**config.mk**
```make
export PLATFORM = sky130hd
export DESIGN_NAME = spr_scan
export DESIGN_NICKNAME = d
export VERILOG_FILES = /design/src/design/spr_pkg.sv /design/src/design/spr_scan.sv
export SDC_FILE = /design/constraint.sdc
export NUM_CORES = 1
export LEC_CHECK = 0
export BUFFER_PORTS_ARGS = -buffer_cell sky130_fd_sc_hd__buf_2
export CORE_ASPECT_RATIO = 0.5
export CORE_MARGIN = 3
export CORE_UTILIZATION = 50
export DETAILED_ROUTE_END_ITERATION = 12
export HOLD_SLACK_MARGIN = 0.03
export PLACE_DENSITY = 0.66
export SETUP_SLACK_MARGIN = 0.15
export SYNTH_ARGS = -nofsm -noshare
export SYNTH_HDL_FRONTEND = slang
export SYNTH_SLANG_ARGS = --single-unit
```
**constraint.sdc**
```tcl
create_clock -name clk -period 7.8 [get_ports clk]
set_input_delay 0 -clock clk [delete_from_list [all_inputs] [get_ports clk]]
set_output_delay 0 -clock clk [all_outputs]
set_load 0.005 [all_outputs]
```
**src/design/spr_pkg.sv**
```systemverilog
// Sprite engine types; x positions wrap at 512 and pixel value 15 is never drawn
package spr_pkg;

    // Horizontal position in the line buffer, wraps mod 512
    typedef logic [8:0] xpos_t;
    typedef logic [8:0] line_t;      // Vertical line number

    typedef logic [19:0] rom_addr_t; // Bank over word offset
    typedef logic [15:0] rom_word_t; // Four pixels, first in 15:12
    typedef logic [3:0]  pxl_t;      // Colour index

    localparam pxl_t TRANSPARENT = 4'hF;

    // One line buffer entry
    typedef struct packed {
        logic [1:0] prio;  // Carried only
        logic [6:0] pal;
        pxl_t       pxl;
    } buf_pix_t;

    // Attribute table entry
    typedef struct packed {
        line_t       ytop;
        logic [7:0]  height;  // Rows
        xpos_t       xpos;
        logic [15:0] base;    // Word offset of row 0
        logic [7:0]  stride;  // Words per row
        logic [3:0]  bank;
        logic [1:0]  prio;
        logic [6:0]  pal;
        logic [4:0]  hzoom;
        logic        hflip;
        logic        last;    // End of table
    } spr_entry_t;

    // One sprite row for the draw engine
    typedef struct packed {
        xpos_t       xpos;
        logic [15:0] offset;  // Row start word
        logic [3:0]  bank;
        logic [1:0]  prio;
        logic [6:0]  pal;
        logic [4:0]  hzoom;
        logic        hflip;
    } draw_cmd_t;

    typedef enum logic [2:0] {IDLE, READ, TEST, ISSUE, WAIT} scan_state_t;

endpackage

```
**src/design/spr_scan.sv**
```systemverilog
// Table writes may land at any time but change the entry being scanned; NUM_SPR must be >= 2
module spr_scan #(
    parameter int NUM_SPR = 16
) (
    input  logic                       clk,
    input  logic                       rst,
    input  logic                       hstart,
    input  spr_pkg::line_t             vline,
    input  logic                       tbl_we,
    input  logic [$clog2(NUM_SPR)-1:0] tbl_addr,
    input  spr_pkg::spr_entry_t        tbl_data,
    input  logic                       busy,
    output logic                       start,
    output spr_pkg::draw_cmd_t         cmd,
    output logic                       line_done
);
    import spr_pkg::*;

    localparam int IW = $clog2(NUM_SPR);

    spr_entry_t    tbl [NUM_SPR];  // Attribute table
    spr_entry_t    ent;            // Registered read of tbl[idx]
    scan_state_t   state;
    logic [IW-1:0] idx;
    line_t         line_q;         // Line being built
    line_t         row;
    logic          visible;
    logic          at_end;
    logic          advance;
    logic [15:0]   row_off;

    // Table memory, one write port, one synchronous read port
    always_ff @(posedge clk) begin
        if (tbl_we) begin
            tbl[tbl_addr] <= tbl_data;
        end
        ent <= tbl[idx]; // Valid in TEST and WAIT
    end

    // Row inside the sprite; lines above ytop wrap to large values
    assign row     = line_q - ent.ytop;
    assign visible = row < {1'b0, ent.height};

    // Truncated to the 16 bit offset
    assign row_off = ent.base + row * ent.stride;

    assign at_end  = ent.last || (idx == IW'(NUM_SPR - 1));

    // Skip a hidden entry, or move on once the draw engine goes idle
    assign advance = ((state == TEST) && !visible) || ((state == WAIT) && !busy);

    assign start   = (state == ISSUE); // Single cycle, busy is low here

    always_ff @(posedge clk or posedge rst) begin
        if (rst) begin
            state     <= IDLE;
            idx       <= '0;
            line_done <= 1'b0;
        end else begin
            line_done <= 1'b0;
            if (hstart) begin
                state <= READ; // Restart from entry 0
                idx   <= '0;
            end else begin
                unique case (state)
                    READ:    state <= TEST;
                    TEST:    if (visible) state <= ISSUE;
                    ISSUE:   state <= WAIT;  // busy rises next cycle
                    default: ;
                endcase
                if (advance) begin
                    if (at_end) begin
                        state     <= IDLE;
                        line_done <= 1'b1;
                    end else begin
                        idx   <= idx + 1'b1;
                        state <= READ;
                    end
                end
            end
        end
    end

    // Line latch and command register
    always_ff @(posedge clk) begin
        if (hstart) begin
            line_q <= vline;
        end
        if (state == TEST) begin
            // Held stable through ISSUE
            cmd <= '{
                xpos:   ent.xpos,
                offset: row_off,
                bank:   ent.bank,
                prio:   ent.prio,
                pal:    ent.pal,
                hzoom:  ent.hzoom,
                hflip:  ent.hflip
            };
        end
    end

endmodule

```
# Word-level counts from Yosys, hierarchy flattened
# Memories as Yosys holds them, arrays and structs flattened. A register that Yosys moved wholly into a read port is not among the register bits.
# Index checks and enable logic that the tools add are counted.
op_classes:
  mux: 13
  mul: 1
  reduce_logical: 10
  order_cmp: 1
  add_sub_neg: 3
  eq_ne: 7
ops:
  columns: ["cell", "count"]
  rows:
  - ["16-bit adder", 1]
  - ["9-bit by 8-bit multiplier with 16-bit output", 1]
  - ["4-bit two-way mux", 3]
  - ["9-bit by 8-bit less-than comparator with 1-bit output", 1]
  - ["3-bit two-way mux", 3]
  - ["3-bit one-hot mux with 3 select lines", 1]
  - ["9-bit subtractor", 1]
  - ["3-bit by 2-bit == test with 1-bit output, second input constant", 2]
  - ["1-bit two-way mux", 6]
  - ["5-bit nonzero test", 1]
  - ["4-bit by 1-bit adder with 4-bit output, second input constant", 1]
  - ["4-bit == test, second input constant", 1]
  - ["4-bit != test, second input constant", 1]
  - ["2-bit AND reduction", 2]
  - ["3-bit by 1-bit == test with 1-bit output, second input constant", 1]
  - ["3-bit == test, second input constant", 1]
  - ["1-bit logical AND", 2]
  - ["1-bit logical NOT", 2]
  - ["1-bit logical OR", 2]
  - ["2-bit != test, second input constant", 1]
  - ["2-bit nonzero test", 1]
word_totals:
  mem_count: 1
  elab_cells: 47
  reg_bits: 61
  ram_bits: 1120
  in_bits: 88
  out_inout_bits: 46
mem_list:
  columns: ["memory", "depth", "word_bits", "read_ports", "rd_clocked_by_memory_dff", "write_ports", "line_no", "text"]
  rows:
  - ["tbl", 16, 70, 1, 1, 1, "spr_scan.sv:21", "spr_entry_t tbl [NUM_SPR];"]

# Logic depth before layout (Yosys ltp)
logic_depth:
  depth_word: 7
  mapped_depth: 24
  depth_no_buf: 24

# Least setup slack after synthesis
# Ideal clock, no wire load.
synth_path:
  kind: "input to register"
  start: "in tbl_addr[2]"
  end: "mem tbl[0][0] (netlist name) (enable)"
  arrival_time_ns: 5.266
  cell_stages: 2
  path_slack_ns: 1.949
  setup_time_ns: 0.585
  required_ns: 7.215
  n_path_buf: 0
  path_cell_list: "or3b_2 nor3_1"
synth_lines:
  columns: ["item", "line_no", "text"]
  rows:
  - ["start, declared", "spr_scan.sv:10", "input logic [$clog2(NUM_SPR)-1:0] tbl_addr,"]
  - ["end, declared", "spr_scan.sv:21", null]
# Straight into the memory's write port.

# Worst setup path in the final report
layout_path:
  start: "reg, netlist name ent[62]"
  end: "reg cmd[34] (netlist name) (data pin)"
layout_between:
  elab_chain_len: 3
layout_rtl:
  columns: ["item", "line_no", "text"]
  rows:
  - ["9-bit subtractor", "spr_scan.sv:41", "assign row = line_q - ent.ytop;"]
  - ["9-bit by 8-bit multiplier with 16-bit output", "spr_scan.sv:45", "assign row_off = ent.base + row * ent.stride;"]
  - ["16-bit adder", "spr_scan.sv:45", null]
  - ["net row_off[15]", "spr_scan.sv:30", "logic [15:0] row_off;"]
  - ["end signal, assigned", "spr_scan.sv:91", "cmd <= '{"]
  - ["end, declared", "spr_scan.sv:14", "output spr_pkg::draw_cmd_t cmd,"]
# The timed path passes the listed nets, and every way through them passes these cells.
# A chain may end at the register's enable or synchronous reset.

==> reports/metrics.cfg <==
[drt]
antenna_left=0
via_per_inst=5.834
drt-wirelength-per-cell_um=25.62
top_layer=met5
wl_met2_mm=52.66
routed-wl-met3_mm=7.535
vias=25494
drtPass1Iterations=5
wl_met1_mm=48.96
drc_errors=0
routed_wl_mm=111.9
first_iter_violations=2769

[clocking]
cts.htree.levels=3
tritoncts=built
cts_buffer_depth=3
cts_root_buffer=clkbuf_16
cts.clk_slew.worst_paths_ns=0.07
clock_latency_ns=0.69
clkSinkCount=1251
cts_setup_buffers=0
cts_buffers=108

[power_and_ir_drop]
p_leak_nw=18.51
power_frac_seq=0.372
power_density_nw_per_um2=397.2
cell_internal_pwr_mw=14.99
combPwrFrac=0.386
p_sw_frac=0.3315
power_frac_clock=0.242
irDropWorstVdd_v=0.0009950
p_switching_mw=7.433

[synthesis]
ys_types=61
synthAdderAreaFrac=0.03533
synth_fp_nets=2891
synth_edf_count=1173
ys.flop_type=edfxtp_1
synthXorXnorAreaFrac=0.003679
synth_top_family_by_area=multiplexers
synth_seq_cells=1251
synth-simple-area-share=0.02210
synth.area.mux_share=0.1245
avgSynthCellArea_um2=18.41
synth_compound_area_frac=0.05219
yosysWarnings=0
synth.area.top_cells=edfxtp_1 (71%), mux4_2 (6.4%), mux2i_1 (4.3%), dfxtp_1 (2.8%), fa_1 (2.3%)
syn_area_um2=49650
synth_top_cell_area_share=0.7095
synthArstFlopShare=0.006395
synthCells=2697
yosysTopAreaCell=edfxtp_1
yosysSeqAreaShare=0.7417

[floorplan]
coreArea_um2=98100
die_w_um=451.6
num_io_pins=134
rows=81
die_h_um=228.8
die-area_um2=103300
start_util=0.5061

[worst_setup_path]
worstPathRequired_ns=8.22
cp.arrival_ns=6.49
endpoint_kind=flip-flop
worstPathMaxFanout=9
start_kind=flip-flop
path_class=flip-flop to flip-flop

[global_routing]
grt_pass1_vias=26158
grt_max_degree=102
grt_pass1_wl_mm=168.7
grt_overflow=0
antenna_found_initial=4
grt_use_total=0.2189

[sta]
skew_ns=0.01835
finalHoldViolCount=0
whs_ns=0.08072
rsz0062_at_grt=false
setup_viol=0
tns_ns=0
maxSlewHeadroom=0.3082
fin_crit_sh=0.7778
fin_crit_ns=6.067
drv_slew=0
fmax_mhz=164.8
worst_pin_slew_ns=1.036

[outcome]
run_status=finished clean

[finish]
drive_above_1_share=0.2022
fillers=7359
diodes=0
synthToLayoutAreaGrowth_pct=13.69
fin_nets=3145

[placed_design]
io_buffer_count=133
dp_hpwl_mm=60.67
routabilityCongestion=0.8546

[job]
cap_violations=0

[worst_hold_path]
hold_path_class=primary input to flip-flop

synth_stat cells, types with 3 or more instances:
cell type,instances
a21oi_1,81
buf_2,43
xor2_1,3
o21ai_0,147
nand2b_1,13
and3_1,5
mux2i_1,215
buf_1,6
edfxtp_1,1173
xnor2_1,16
clkbuf_1,79
a22oi_1,70
fa_1,57
nor3_1,10
and2_1,18
nor2_1,30
and2_2,4
nand2_1,113
nand3_1,8
dfxtp_1,70
a221oi_1,70
a21o_1,5
mux2_2,76
o21a_1,5
dfrtp_1,8
mux4_2,140
ha_1,49
inv_1,123
nor2b_1,15
area by class of cell:
cell class | count | area (um^2) | area share
Sequential cell | 1251 | 36840 | 0.6527
Multi-Input combinational cell | 1193 | 11940 | 0.2115
Clock buffer | 141 | 2969 | 0.05260
Timing Repair Buffer | 274 | 1984 | 0.03516
Tap cell | 1328 | 1662 | 0.02944
Clock inverter | 60 | 591.8 | 0.01048
Inverter | 123 | 461.7 | 0.008179
metrics by stage:
step	setup WS, ns	cell area (um^2)	std cells	util	total power [mW]
after global routing	1.299	56450	4370	0.5754	24.03
after CTS	1.752	56450	4370	0.5754	22.55
after detailed placement	1.766	51990	4080	0.5300	17.11
after floorplan	1.950	49650	2697	-	15.12
final	1.733	56450	4370	0.5754	22.42
after global placement	1.784	51990	4080	0.5300	16.91
state kept, by name, summed over array words and instances, names as in the netlist:
register,count
cmd,44
line_q,9
state,3
line_done,1
idx,4
tbl,1120
ent,70
final timing paths:
kind | start | endpoint | slack [ns] | cells after the start
hold / removal | vline[2] | line_q[2] | 0.08 | 2
setup reg to reg | ent[62] | cmd[34] | 1.73 | 21
min in group asynchronous | rst | idx[3] | 0.42 | 4
hold reg to reg | ent[49] | cmd[40] | 0.40 | 0
setup / recovery | ent[62] | cmd[34] | 1.73 | 21
max in group asynchronous | rst | idx[2] | 7.07 | 4
per-layer routing:
metal | GRT usage | vias up
met2 | 0.3399 | 882
met3 | 0.03440 | 166
met5 | 0 | -
met1 | 0.3242 | 13320
met4 | 0.06232 | 2
li1 | - | 11124
power by group through the flow:
stage          registers [mW]  clock network [mW]  logic (mW)
2_1_floorplan            8.35                   0        6.77
3_3_place_gp             8.48                   0        8.43
3_5_place_dp             8.49                   0        8.62
4_1_cts                  8.34                5.50        8.70
5_1_grt                  8.37                5.79        9.87
6_report                 8.34                5.42        8.66
cells in the final DEF (no fill, tap or decap), types with 81 or more instances in the layout:
master / Yosys / routed
edfxtp_1: 1173 / 1173
mux2i_1: 215 / 215
o21ai_0: 147 / 147
mux4_2: 140 / 140
buf_2: 43 / 133
inv_1: 123 / 123
nand2_1: 113 / 112
clkbuf_16: 0 / 110
dlygate4sd3_1: 0 / 89
a21oi_1: 81 / 81
critical path, cell delays in order, from the launching register on:
cell and delay, ns:
dfxtp_1 0.37, inv_1 0.06, ha_1 0.27, nor2b_1 0.13, o21ai_2 0.14, a21boi_2 0.09, o21a_1 0.22, o41ai_4 0.61
mux2_2 0.42, fa_1 0.48, inv_1 0.05, fa_1 0.48, fa_1 0.54, inv_1 0.05, fa_1 0.47, inv_1 0.04
ha_1 0.32, nor3_1 0.33, nor2_1 0.11, o21a_1 0.14, a221o_1 0.33, xnor2_1 0.12
kinds of logic after synthesis:
| group | count (synthesis) |
|---|---|
| AO/OA/AOI/OAI | 402 |
| AND/OR/NAND/NOR | 232 |
| multiplexers | 433 |
| XOR/XNOR | 20 |
| flip-flops | 1251 |
| buffers and inverters | 253 |
| adder cells (fa/ha/maj) | 106 |
repair_timing:
item / in CTS / in global routing
hold endpoints to repair: 1224 / 0
hold buffers: 89 / 0
gates resized for setup: 0 / 0
Note: power is estimated with default switching activity, not from simulation.
