==> src/design/spr_pkg.sv <==
// Sprite engine types; x positions wrap at 512 and pixel value 15 is never drawn
package spr_pkg;

    // Horizontal position in the line buffer, wraps mod 512
    typedef logic [8:0] xpos_t;
    typedef logic [8:0] line_t;      // Vertical line number

    typedef logic [19:0] rom_addr_t; // Bank over word offset
    typedef logic [15:0] rom_word_t; // Four pixels, first in 15:12
    typedef logic [3:0]  pxl_t;      // Colour index

    localparam pxl_t TRANSPARENT = 4'hF;

    // One line buffer entry
    typedef struct packed {
        logic [1:0] prio;  // Carried only
        logic [6:0] pal;
        pxl_t       pxl;
    } buf_pix_t;

    // Attribute table entry
    typedef struct packed {
        line_t       ytop;
        logic [7:0]  height;  // Rows
        xpos_t       xpos;
        logic [15:0] base;    // Word offset of row 0
        logic [7:0]  stride;  // Words per row
        logic [3:0]  bank;
        logic [1:0]  prio;
        logic [6:0]  pal;
        logic [4:0]  hzoom;
        logic        hflip;
        logic        last;    // End of table
    } spr_entry_t;

    // One sprite row for the draw engine
    typedef struct packed {
        xpos_t       xpos;
        logic [15:0] offset;  // Row start word
        logic [3:0]  bank;
        logic [1:0]  prio;
        logic [6:0]  pal;
        logic [4:0]  hzoom;
        logic        hflip;
    } draw_cmd_t;

    typedef enum logic [2:0] {IDLE, READ, TEST, ISSUE, WAIT} scan_state_t;

endpackage

==> src/design/spr_draw.sv <==
// hstart abandons any ROM request in flight; a row with no terminator word never ends
module spr_draw (
    input  logic                clk,
    input  logic                rst,
    input  logic                hstart,
    input  logic                start,
    input  spr_pkg::draw_cmd_t  cmd,
    input  logic                rom_ok,
    input  spr_pkg::rom_word_t  rom_data,
    output logic                busy,
    output logic                rom_cs,
    output spr_pkg::rom_addr_t  rom_addr,
    output logic                wr_en,
    output spr_pkg::xpos_t      wr_addr,
    output spr_pkg::buf_pix_t   wr_pix
);
    import spr_pkg::*;

    // Running copy of the command, xpos and offset advance as the row is drawn
    draw_cmd_t  cur;
    rom_word_t  word;     // Fetched pixels, shifted one nibble per cycle
    logic       drawing;  // Four pixel cycles after a fetch
    logic [1:0] pcnt;     // Pixel within word
    logic [5:0] zacc;     // Zoom accumulator
    logic [6:0] zsum;
    logic       drop;     // Pixel skipped by zoom
    logic       got;      // ROM word arrives
    logic       last_pix;
    pxl_t       pxl;

    assign got      = rom_cs & rom_ok;
    assign rom_addr = {cur.bank, cur.offset}; // Stable while rom_cs high
    assign last_pix = drawing && (pcnt == 2'd3);

    // Low nibble first when flipped
    assign pxl = cur.hflip ? word[3:0] : word[15:12];

    // Carry out of bit 6 drops the pixel
    assign zsum = {1'b0, zacc} + {2'b00, cur.hzoom};
    assign drop = zsum[6];

    // Write port, registered inside the line buffer
    assign wr_en   = drawing & ~drop & (pxl != TRANSPARENT);
    assign wr_addr = cur.xpos;
    assign wr_pix  = '{prio: cur.prio, pal: cur.pal, pxl: pxl};

    // Control flags
    always_ff @(posedge clk or posedge rst) begin
        if (rst) begin
            busy    <= 1'b0;
            rom_cs  <= 1'b0;
            drawing <= 1'b0;
        end else if (hstart) begin
            // New line, drop the current sprite
            busy    <= 1'b0;
            rom_cs  <= 1'b0;
            drawing <= 1'b0;
        end else if (start) begin
            busy    <= 1'b1;
            rom_cs  <= 1'b1;  // First word of the row
            drawing <= 1'b0;
        end else if (busy) begin
            if (got) begin
                rom_cs  <= 1'b0;
                drawing <= 1'b1;
            end else if (last_pix) begin
                drawing <= 1'b0;
                // Transparent fourth pixel terminates the row
                if (pxl == TRANSPARENT) begin
                    busy <= 1'b0;
                end else begin
                    rom_cs <= 1'b1; // Next word right away
                end
            end
        end
    end

    // Datapath
    always_ff @(posedge clk) begin
        if (start) begin
            cur  <= cmd;
            zacc <= {cmd.hzoom[3:0], 2'b00};  // Zoom phase per sprite
        end else if (got) begin
            word <= rom_data;
            pcnt <= 2'd0;
        end else if (drawing) begin
            pcnt <= pcnt + 1'b1;
            zacc <= zsum[5:0];
            if (cur.hflip) begin
                word <= word >> 4;
            end else begin
                word <= word << 4;
            end
            // Dropped pixel takes no x step
            if (!drop) begin
                cur.xpos <= cur.xpos + 1'b1;
            end
            if (last_pix) begin
                // Descending words under hflip
                cur.offset <= cur.hflip ? cur.offset - 1'b1 : cur.offset + 1'b1;
            end
        end
    end

endmodule

==> config.mk <==
export PLATFORM = sky130hd
export DESIGN_NAME = spr_draw
export DESIGN_NICKNAME = d
export VERILOG_FILES = /design/src/design/spr_pkg.sv /design/src/design/spr_draw.sv
export SDC_FILE = /design/constraint.sdc
export NUM_CORES = 1
export LEC_CHECK = 0
export BUFFER_PORTS_ARGS = -buffer_cell sky130_fd_sc_hd__buf_2
export CAP_MARGIN = 25
export CORE_ASPECT_RATIO = 1.1
export CORE_MARGIN = 1
export CORE_UTILIZATION = 55
export CTS_BUF_LIST = sky130_fd_sc_hd__clkbuf_16
export CTS_CLUSTER_SIZE = 30
export DETAILED_ROUTE_END_ITERATION = 6
export GPL_ROUTABILITY_DRIVEN = 0
export PLACE_DENSITY = 0.86
export SLEW_MARGIN = 10
export SYNTH_ARGS = -nofsm -noshare
export SYNTH_HDL_FRONTEND = slang
export SYNTH_SLANG_ARGS = --single-unit
export TNS_END_PERCENT = 1
==> constraint.sdc <==
create_clock -name clk -period 6.4 [get_ports clk]
set_clock_uncertainty 0.05 [all_clocks]
set_input_delay 0.64 -clock clk [delete_from_list [all_inputs] [get_ports clk]]
set_output_delay 0.64 -clock clk [all_outputs]
set_load 0.05 [all_outputs]
After elaboration in Yosys (flattened, before gate mapping)
Cells that the tools add are included.
{ "word_totals": {"regBits": 71, "in_bits": 65, "out_inout_bits": 45, "elab_cells": 75} }
{ "op_classes": {"add_sub_neg": 5, "n_eq_ne": 6, "n_mux": 31, "bitwise_logic": 6, "reduce_logical": 13} }
{ "ops": {"columns": ["cell", "n"], "rows": [
  ["16-bit 2-to-1 mux", 5],
  ["25-bit 2-to-1 mux", 3],
  ["6-bit 2-to-1 mux", 3],
  ["1-bit 2-to-1 mux", 17],
  ["16-bit by 1-bit adder with 16-bit output, second input constant", 1],
  ["16-bit by 1-bit subtractor with 16-bit output, second input constant", 1],
  ["9-bit by 1-bit adder with 9-bit output, second input constant", 1],
  ["9-bit 2-to-1 mux", 1],
  ["3-bit AND reduction", 3],
  ["4-bit != test, second input constant", 2],
  ["2-bit AND reduction", 4],
  ["6-bit by 5-bit adder with 7-bit output", 1],
  ["2-bit nonzero test", 3],
  ["4-bit equality test, second input constant", 1],
  ["4-bit 2-to-1 mux", 1],
  ["2-bit != test, second input constant", 2],
  ["4-bit nonzero test", 1],
  ["1-bit AND", 3],
  ["1-bit NOT", 3],
  ["3-bit nonzero test", 1],
  ["2-bit by 1-bit adder with 2-bit output, second input constant", 1],
  ["2-bit equality test, second input constant", 1],
  ["2-bit 2-to-1 mux", 1],
  ["1-bit logical AND", 1]
]} }

Depth between registers and ports, before layout
{ "depth": {"word_depth": 8, "depth_mapped": 9} }

Worst setup path before layout
Ideal clock, no wire load.
{ "synth_timing": {"path_type": "reg2out", "start": "register cur[1] (netlist bit)", "end": "output wr_en", "arrival_ns": 2.005, "required_ns": 5.710, "slack_ns": 3.705, "path_stages_with_launch": 10, "path_buffers": 0, "cell_sequence": "edfxtp_1 > ha_1 > inv_1 > fa_1 > nor2b_1 > o21ai_0 > nand2b_1 > a21o_1 > nand2_1 > nor2b_1"} }
{ "synth_via": {"elab_chain_len": 4} }
{ "synth_lines": {"columns": ["element", "line", "text"], "rows": [
  ["start, declared", "spr_draw.sv:20", "draw_cmd_t cur;"],
  ["start signal, assigned", "spr_draw.sv:81", "cur <= cmd;"],
  ["6-bit by 5-bit adder with 7-bit output", "spr_draw.sv:39", "assign zsum = {1'b0, zacc} + {2'b00, cur.hzoom};"],
  ["1-bit NOT", "spr_draw.sv:43", "assign wr_en = drawing & ~drop & (pxl != TRANSPARENT);"],
  ["1-bit AND (2 in series)", "spr_draw.sv:43", null],
  ["end, declared", "spr_draw.sv:13", "output logic wr_en,"]
]} }
No other way between the ends.

Final worst setup path
{ "layout_timing": {"start": "register cur[0] (netlist bit)", "end": "output wr_en"} }
{ "layout_via": {"elab_chain_len": 3} }
{ "layout_lines": {"columns": ["element", "line", "text"], "rows": [
  ["4-bit 2-to-1 mux", "spr_draw.sv:36", "assign pxl = cur.hflip ? word[3:0] : word[15:12];"],
  ["4-bit != test", "spr_draw.sv:43", null],
  ["1-bit AND", "spr_draw.sv:43", null]
]} }
No other way between the ends.

==> metrics.md <==
| Metric | Value |
|---|---|
| Ratio of cells with drive above 1 in the final layout | 30.15% |
| Final nets | 554 |
| Slowest stage cell, crit path | edfxtp_1 |
| Tot GR Track Use | 21.95% |
| H-tree Lvls | 3 |
| Drt wl/cell | 15.08 um |
| Worst r2r src | cur[0] |
| Final Cycle Share | 46.73% |
| CTS resizes | 0 |
| CP Data Required Time | 5.71 ns |
| Slew Viols, Final | 0 |
| Final worst slack | 3.409 ns |
| Post-Syn Instances | 395 |
| FMAX | 334.4 MHz |
| Register bit total from synthesis | 71 |
| Max-cap violations | 0 |
| Initial Util | 56.78% |
| Antenna Cells | 0 |
| Clock root buffer | clkbuf_16 |
| # setup viols final | 0 |
| Core Box Area | 7432 um^2 |
| Worst path most repeated cell | nor2b_1 |
| Layout fillers | 606 |
| Worst-path clk slew | 0.06 ns |
| Final WL | 8414 um |
| Global-route wire length before repair | 13730 um |
| Antenna Nets Post-Route | 0 |
| Final cell count without fillers | 558 |
| Max Fanout on Critical Path | 22 |
| Clock Path Buffers | 2 |
| CTS Sinks | 71 |
| 1st-pass router iterations | 4 |
| Hold buffer count at cts | 0 |
| Setup TNS | 0 ns |
| Avg Cell Area, Syn | 10.68 um^2 |
| Layout Area Growth over Synthesis | 15.09% |
| Ys flop type | edfxtp_1 |
| DP Cell Count | 541 |
| Sequential share of the synthesized area | 49.69% |
| Crit path largest cell delay | 0.79 ns |
| Multi-input logic area | 1760 um^2 |
| Hold Path Class | in2async |
| Distinct cell type count of the synthesized netlist | 51 |
| Rel. slew slack | 49.84% |
| CP Cell Sequence | buf_4, nor2b_1, nand4_1, o211ai_1, nor2b_1, buf_2 |
| Die X | 85.52 um |
| Worst skew pair latency | 0.33 ns |
| CTS tree | yes |
| Status | completed |
| Worst reg2reg setup slack | 3.52 ns |
| Critical path origin | cur[0] |
| Number of synthesized flops with an enable pin | 66 |
| Worst Setup Path Type | reg2out |
| Pin count of the biggest net entering global routing | 79 |
| Unrepaired setup endpoints after global routing | no |
| Floorplan row count | 33 |
| Crit-path leading delay family | flip-flops |
| DIE HEIGHT | 93.87 um |
| Pleak | 2.059 nW |
| Die ar. | 8028 um^2 |
| Antenna violations before repair | 0 |
| Via count | 3076 |
| DR iter-0 viols | 161 |
| Final Power | 1.456 mW |
| Worst path bufs/invs | 2 |
| Sequential cell area | 2097 um^2 |
| Startpoint Class | register |
| Worst-margin pin slew | 0.7524 ns |
| Grt ovf | 0 |
| Synth Cell Area | 4220 um^2 |
| PwrDens | 299.7 nW/um^2 |
| Vias per std cell | 5.513 |
| Final hold violations | 0 |
| Vias in the first global route | 3059 |
| Post-route minimum period | 2.991 ns |
| R2R depth | 7 |
| WP data arrival | 2.30 ns |
| Num CTS Buffers | 9 |
| # port buffers | 109 |
| YS warnings | 0 |
| Net count after synthesis | 483 |
| CP Capture Type | output port |
| Post-CTS Setup Inserts | 0 |
| Post-Place Worst Slack | 3.495 ns |
| Peak VDD IR | 161.0 uV |
| Asr flop ratio synth | 4.225% |
| I/O pins | 110 |
| Remaining routing DRC violations | 0 |
| DP Wirelength | 6007 um |
| R2r endpoint | rom_addr[12] |
| Layout Utilization | 65.35% |
## routing by layer
| layer | vias to the layer above | share of wire, % | global-route usage (%) |
|---|---|---|---|
| met1 | 1450 | 43 | 25.79 |
| li1 | 1529 | - | - |
| met4 | 0 | 0.59 | 6.250 |
| met2 | 92 | 52 | 40.53 |
| met3 | 5 | 4.8 | 4.306 |
| met5 | - | 0 | 0 |
## synth_stat cells (all sizes together), types with 3 or more instances
| library cell | count | area [um^2] |
|---|---|---|
| buf | 42 | 301.5 |
| xor2 | 12 | 105.1 |
| xnor2 | 11 | 96.34 |
| a21oi | 13 | 65.06 |
| and2 | 3 | 18.77 |
| mux2i | 9 | 90.09 |
| inv | 5 | 18.77 |
| clkbuf | 11 | 42.54 |
| dfrtp | 3 | 75.07 |
| ha | 21 | 262.8 |
| mux2 | 6 | 67.56 |
| nand2 | 60 | 225.2 |
| nand3 | 7 | 35.03 |
| and3 | 4 | 26.28 |
| o21a | 3 | 22.52 |
| nand4 | 3 | 18.77 |
| nor2b | 9 | 56.30 |
| nand2b | 6 | 37.54 |
| edfxtp | 66 | 1982 |
| a21o | 9 | 67.56 |
| o21ai | 43 | 222.7 |
| nor2 | 17 | 63.81 |
## cell usage in the layout, fill, tap and decap left out, types with 3 or more instances in the layout
master	n
buf_2	109
edfxtp_1	66
nand2_1	60
o21ai_0	41
ha_1	21
nor2_1	17
a21oi_1	13
xor2_1	12
xnor2_1	11
nor2b_1	9
a21o_1	9
mux2i_1	9
clkbuf_16	9
nand3_1	7
mux2_2	6
nand2b_1	6
inv_1	5
and2_1	3
nand4_1	3
and3_1	3
o21a_1	3
dfrtp_1	3
buf_4	3
## worst register-to-register path: stages (launching register included)
cell and delay, ns:
edfxtp_1 0.79, ha_1 0.42, a21o_1 0.23, a221oi_2 0.39, o21ai_2 0.16, o311ai_2 0.30, mux2i_1 0.21, nand2_1 0.07
## per-stage QoR
step	cell area, um^2	hold WS [ns]
finish	4857	0.1158
detailed placement	4553	0.4368
global placement	4553	0.3992
CTS	4842	0.1119
global route	4857	0.1161
floorplan	4220	0.3436
## flip-flops by register name, summed over array words and instances (netlist names)
name / cells
pcnt: 2
wr_addr: 9
cur: 6
zacc: 6
word: 16
rom_cs: 1
wr_pix: 9
rom_addr: 20
busy: 1
drawing: 1
## power by group
part           total, mW  internal [mW]  switching, mW
sequential         0.583          0.557         0.0259
combinational      0.392          0.138          0.254
clock              0.481          0.271          0.210
## cells by family (layout without fill, tap and decap cells)
logic type               after synthesis  after routing  synth area share [%]
AO/OA/AOI/OAI                         89             89                 13.46
XOR/XNOR                              23             23                 4.773
adder cells (fa/ha/maj)               23             23                 7.175
buffers and inverters                 58            134                 8.597
flip-flops                            71             71                 49.69
multiplexers                          15             15                 3.736
AND/OR/NAND/NOR                      116            116                 12.57
## worst max-delay path by stage
stage                              to  slack [ns]  cells after the start
after floorplan                 wr_en        3.70                      9
after global placement    rom_addr[6]        3.56                      5
after detailed placement  rom_addr[6]        3.49                      5
after CTS                       wr_en        3.40                      6
after global routing            wr_en        3.30                      6
final                           wr_en        3.41                      6
## cell type report
class	count	share of cell area [%]
Clock buffer	9	4.637
Tap cell	87	2.241
Clock inverter	7	1.314
Timing Repair Buffer	113	12.00
Inverter	5	0.3864
Multi-Input combinational cell	266	36.24
Sequential cell	71	43.17
(Power assumes the default switching activity.)
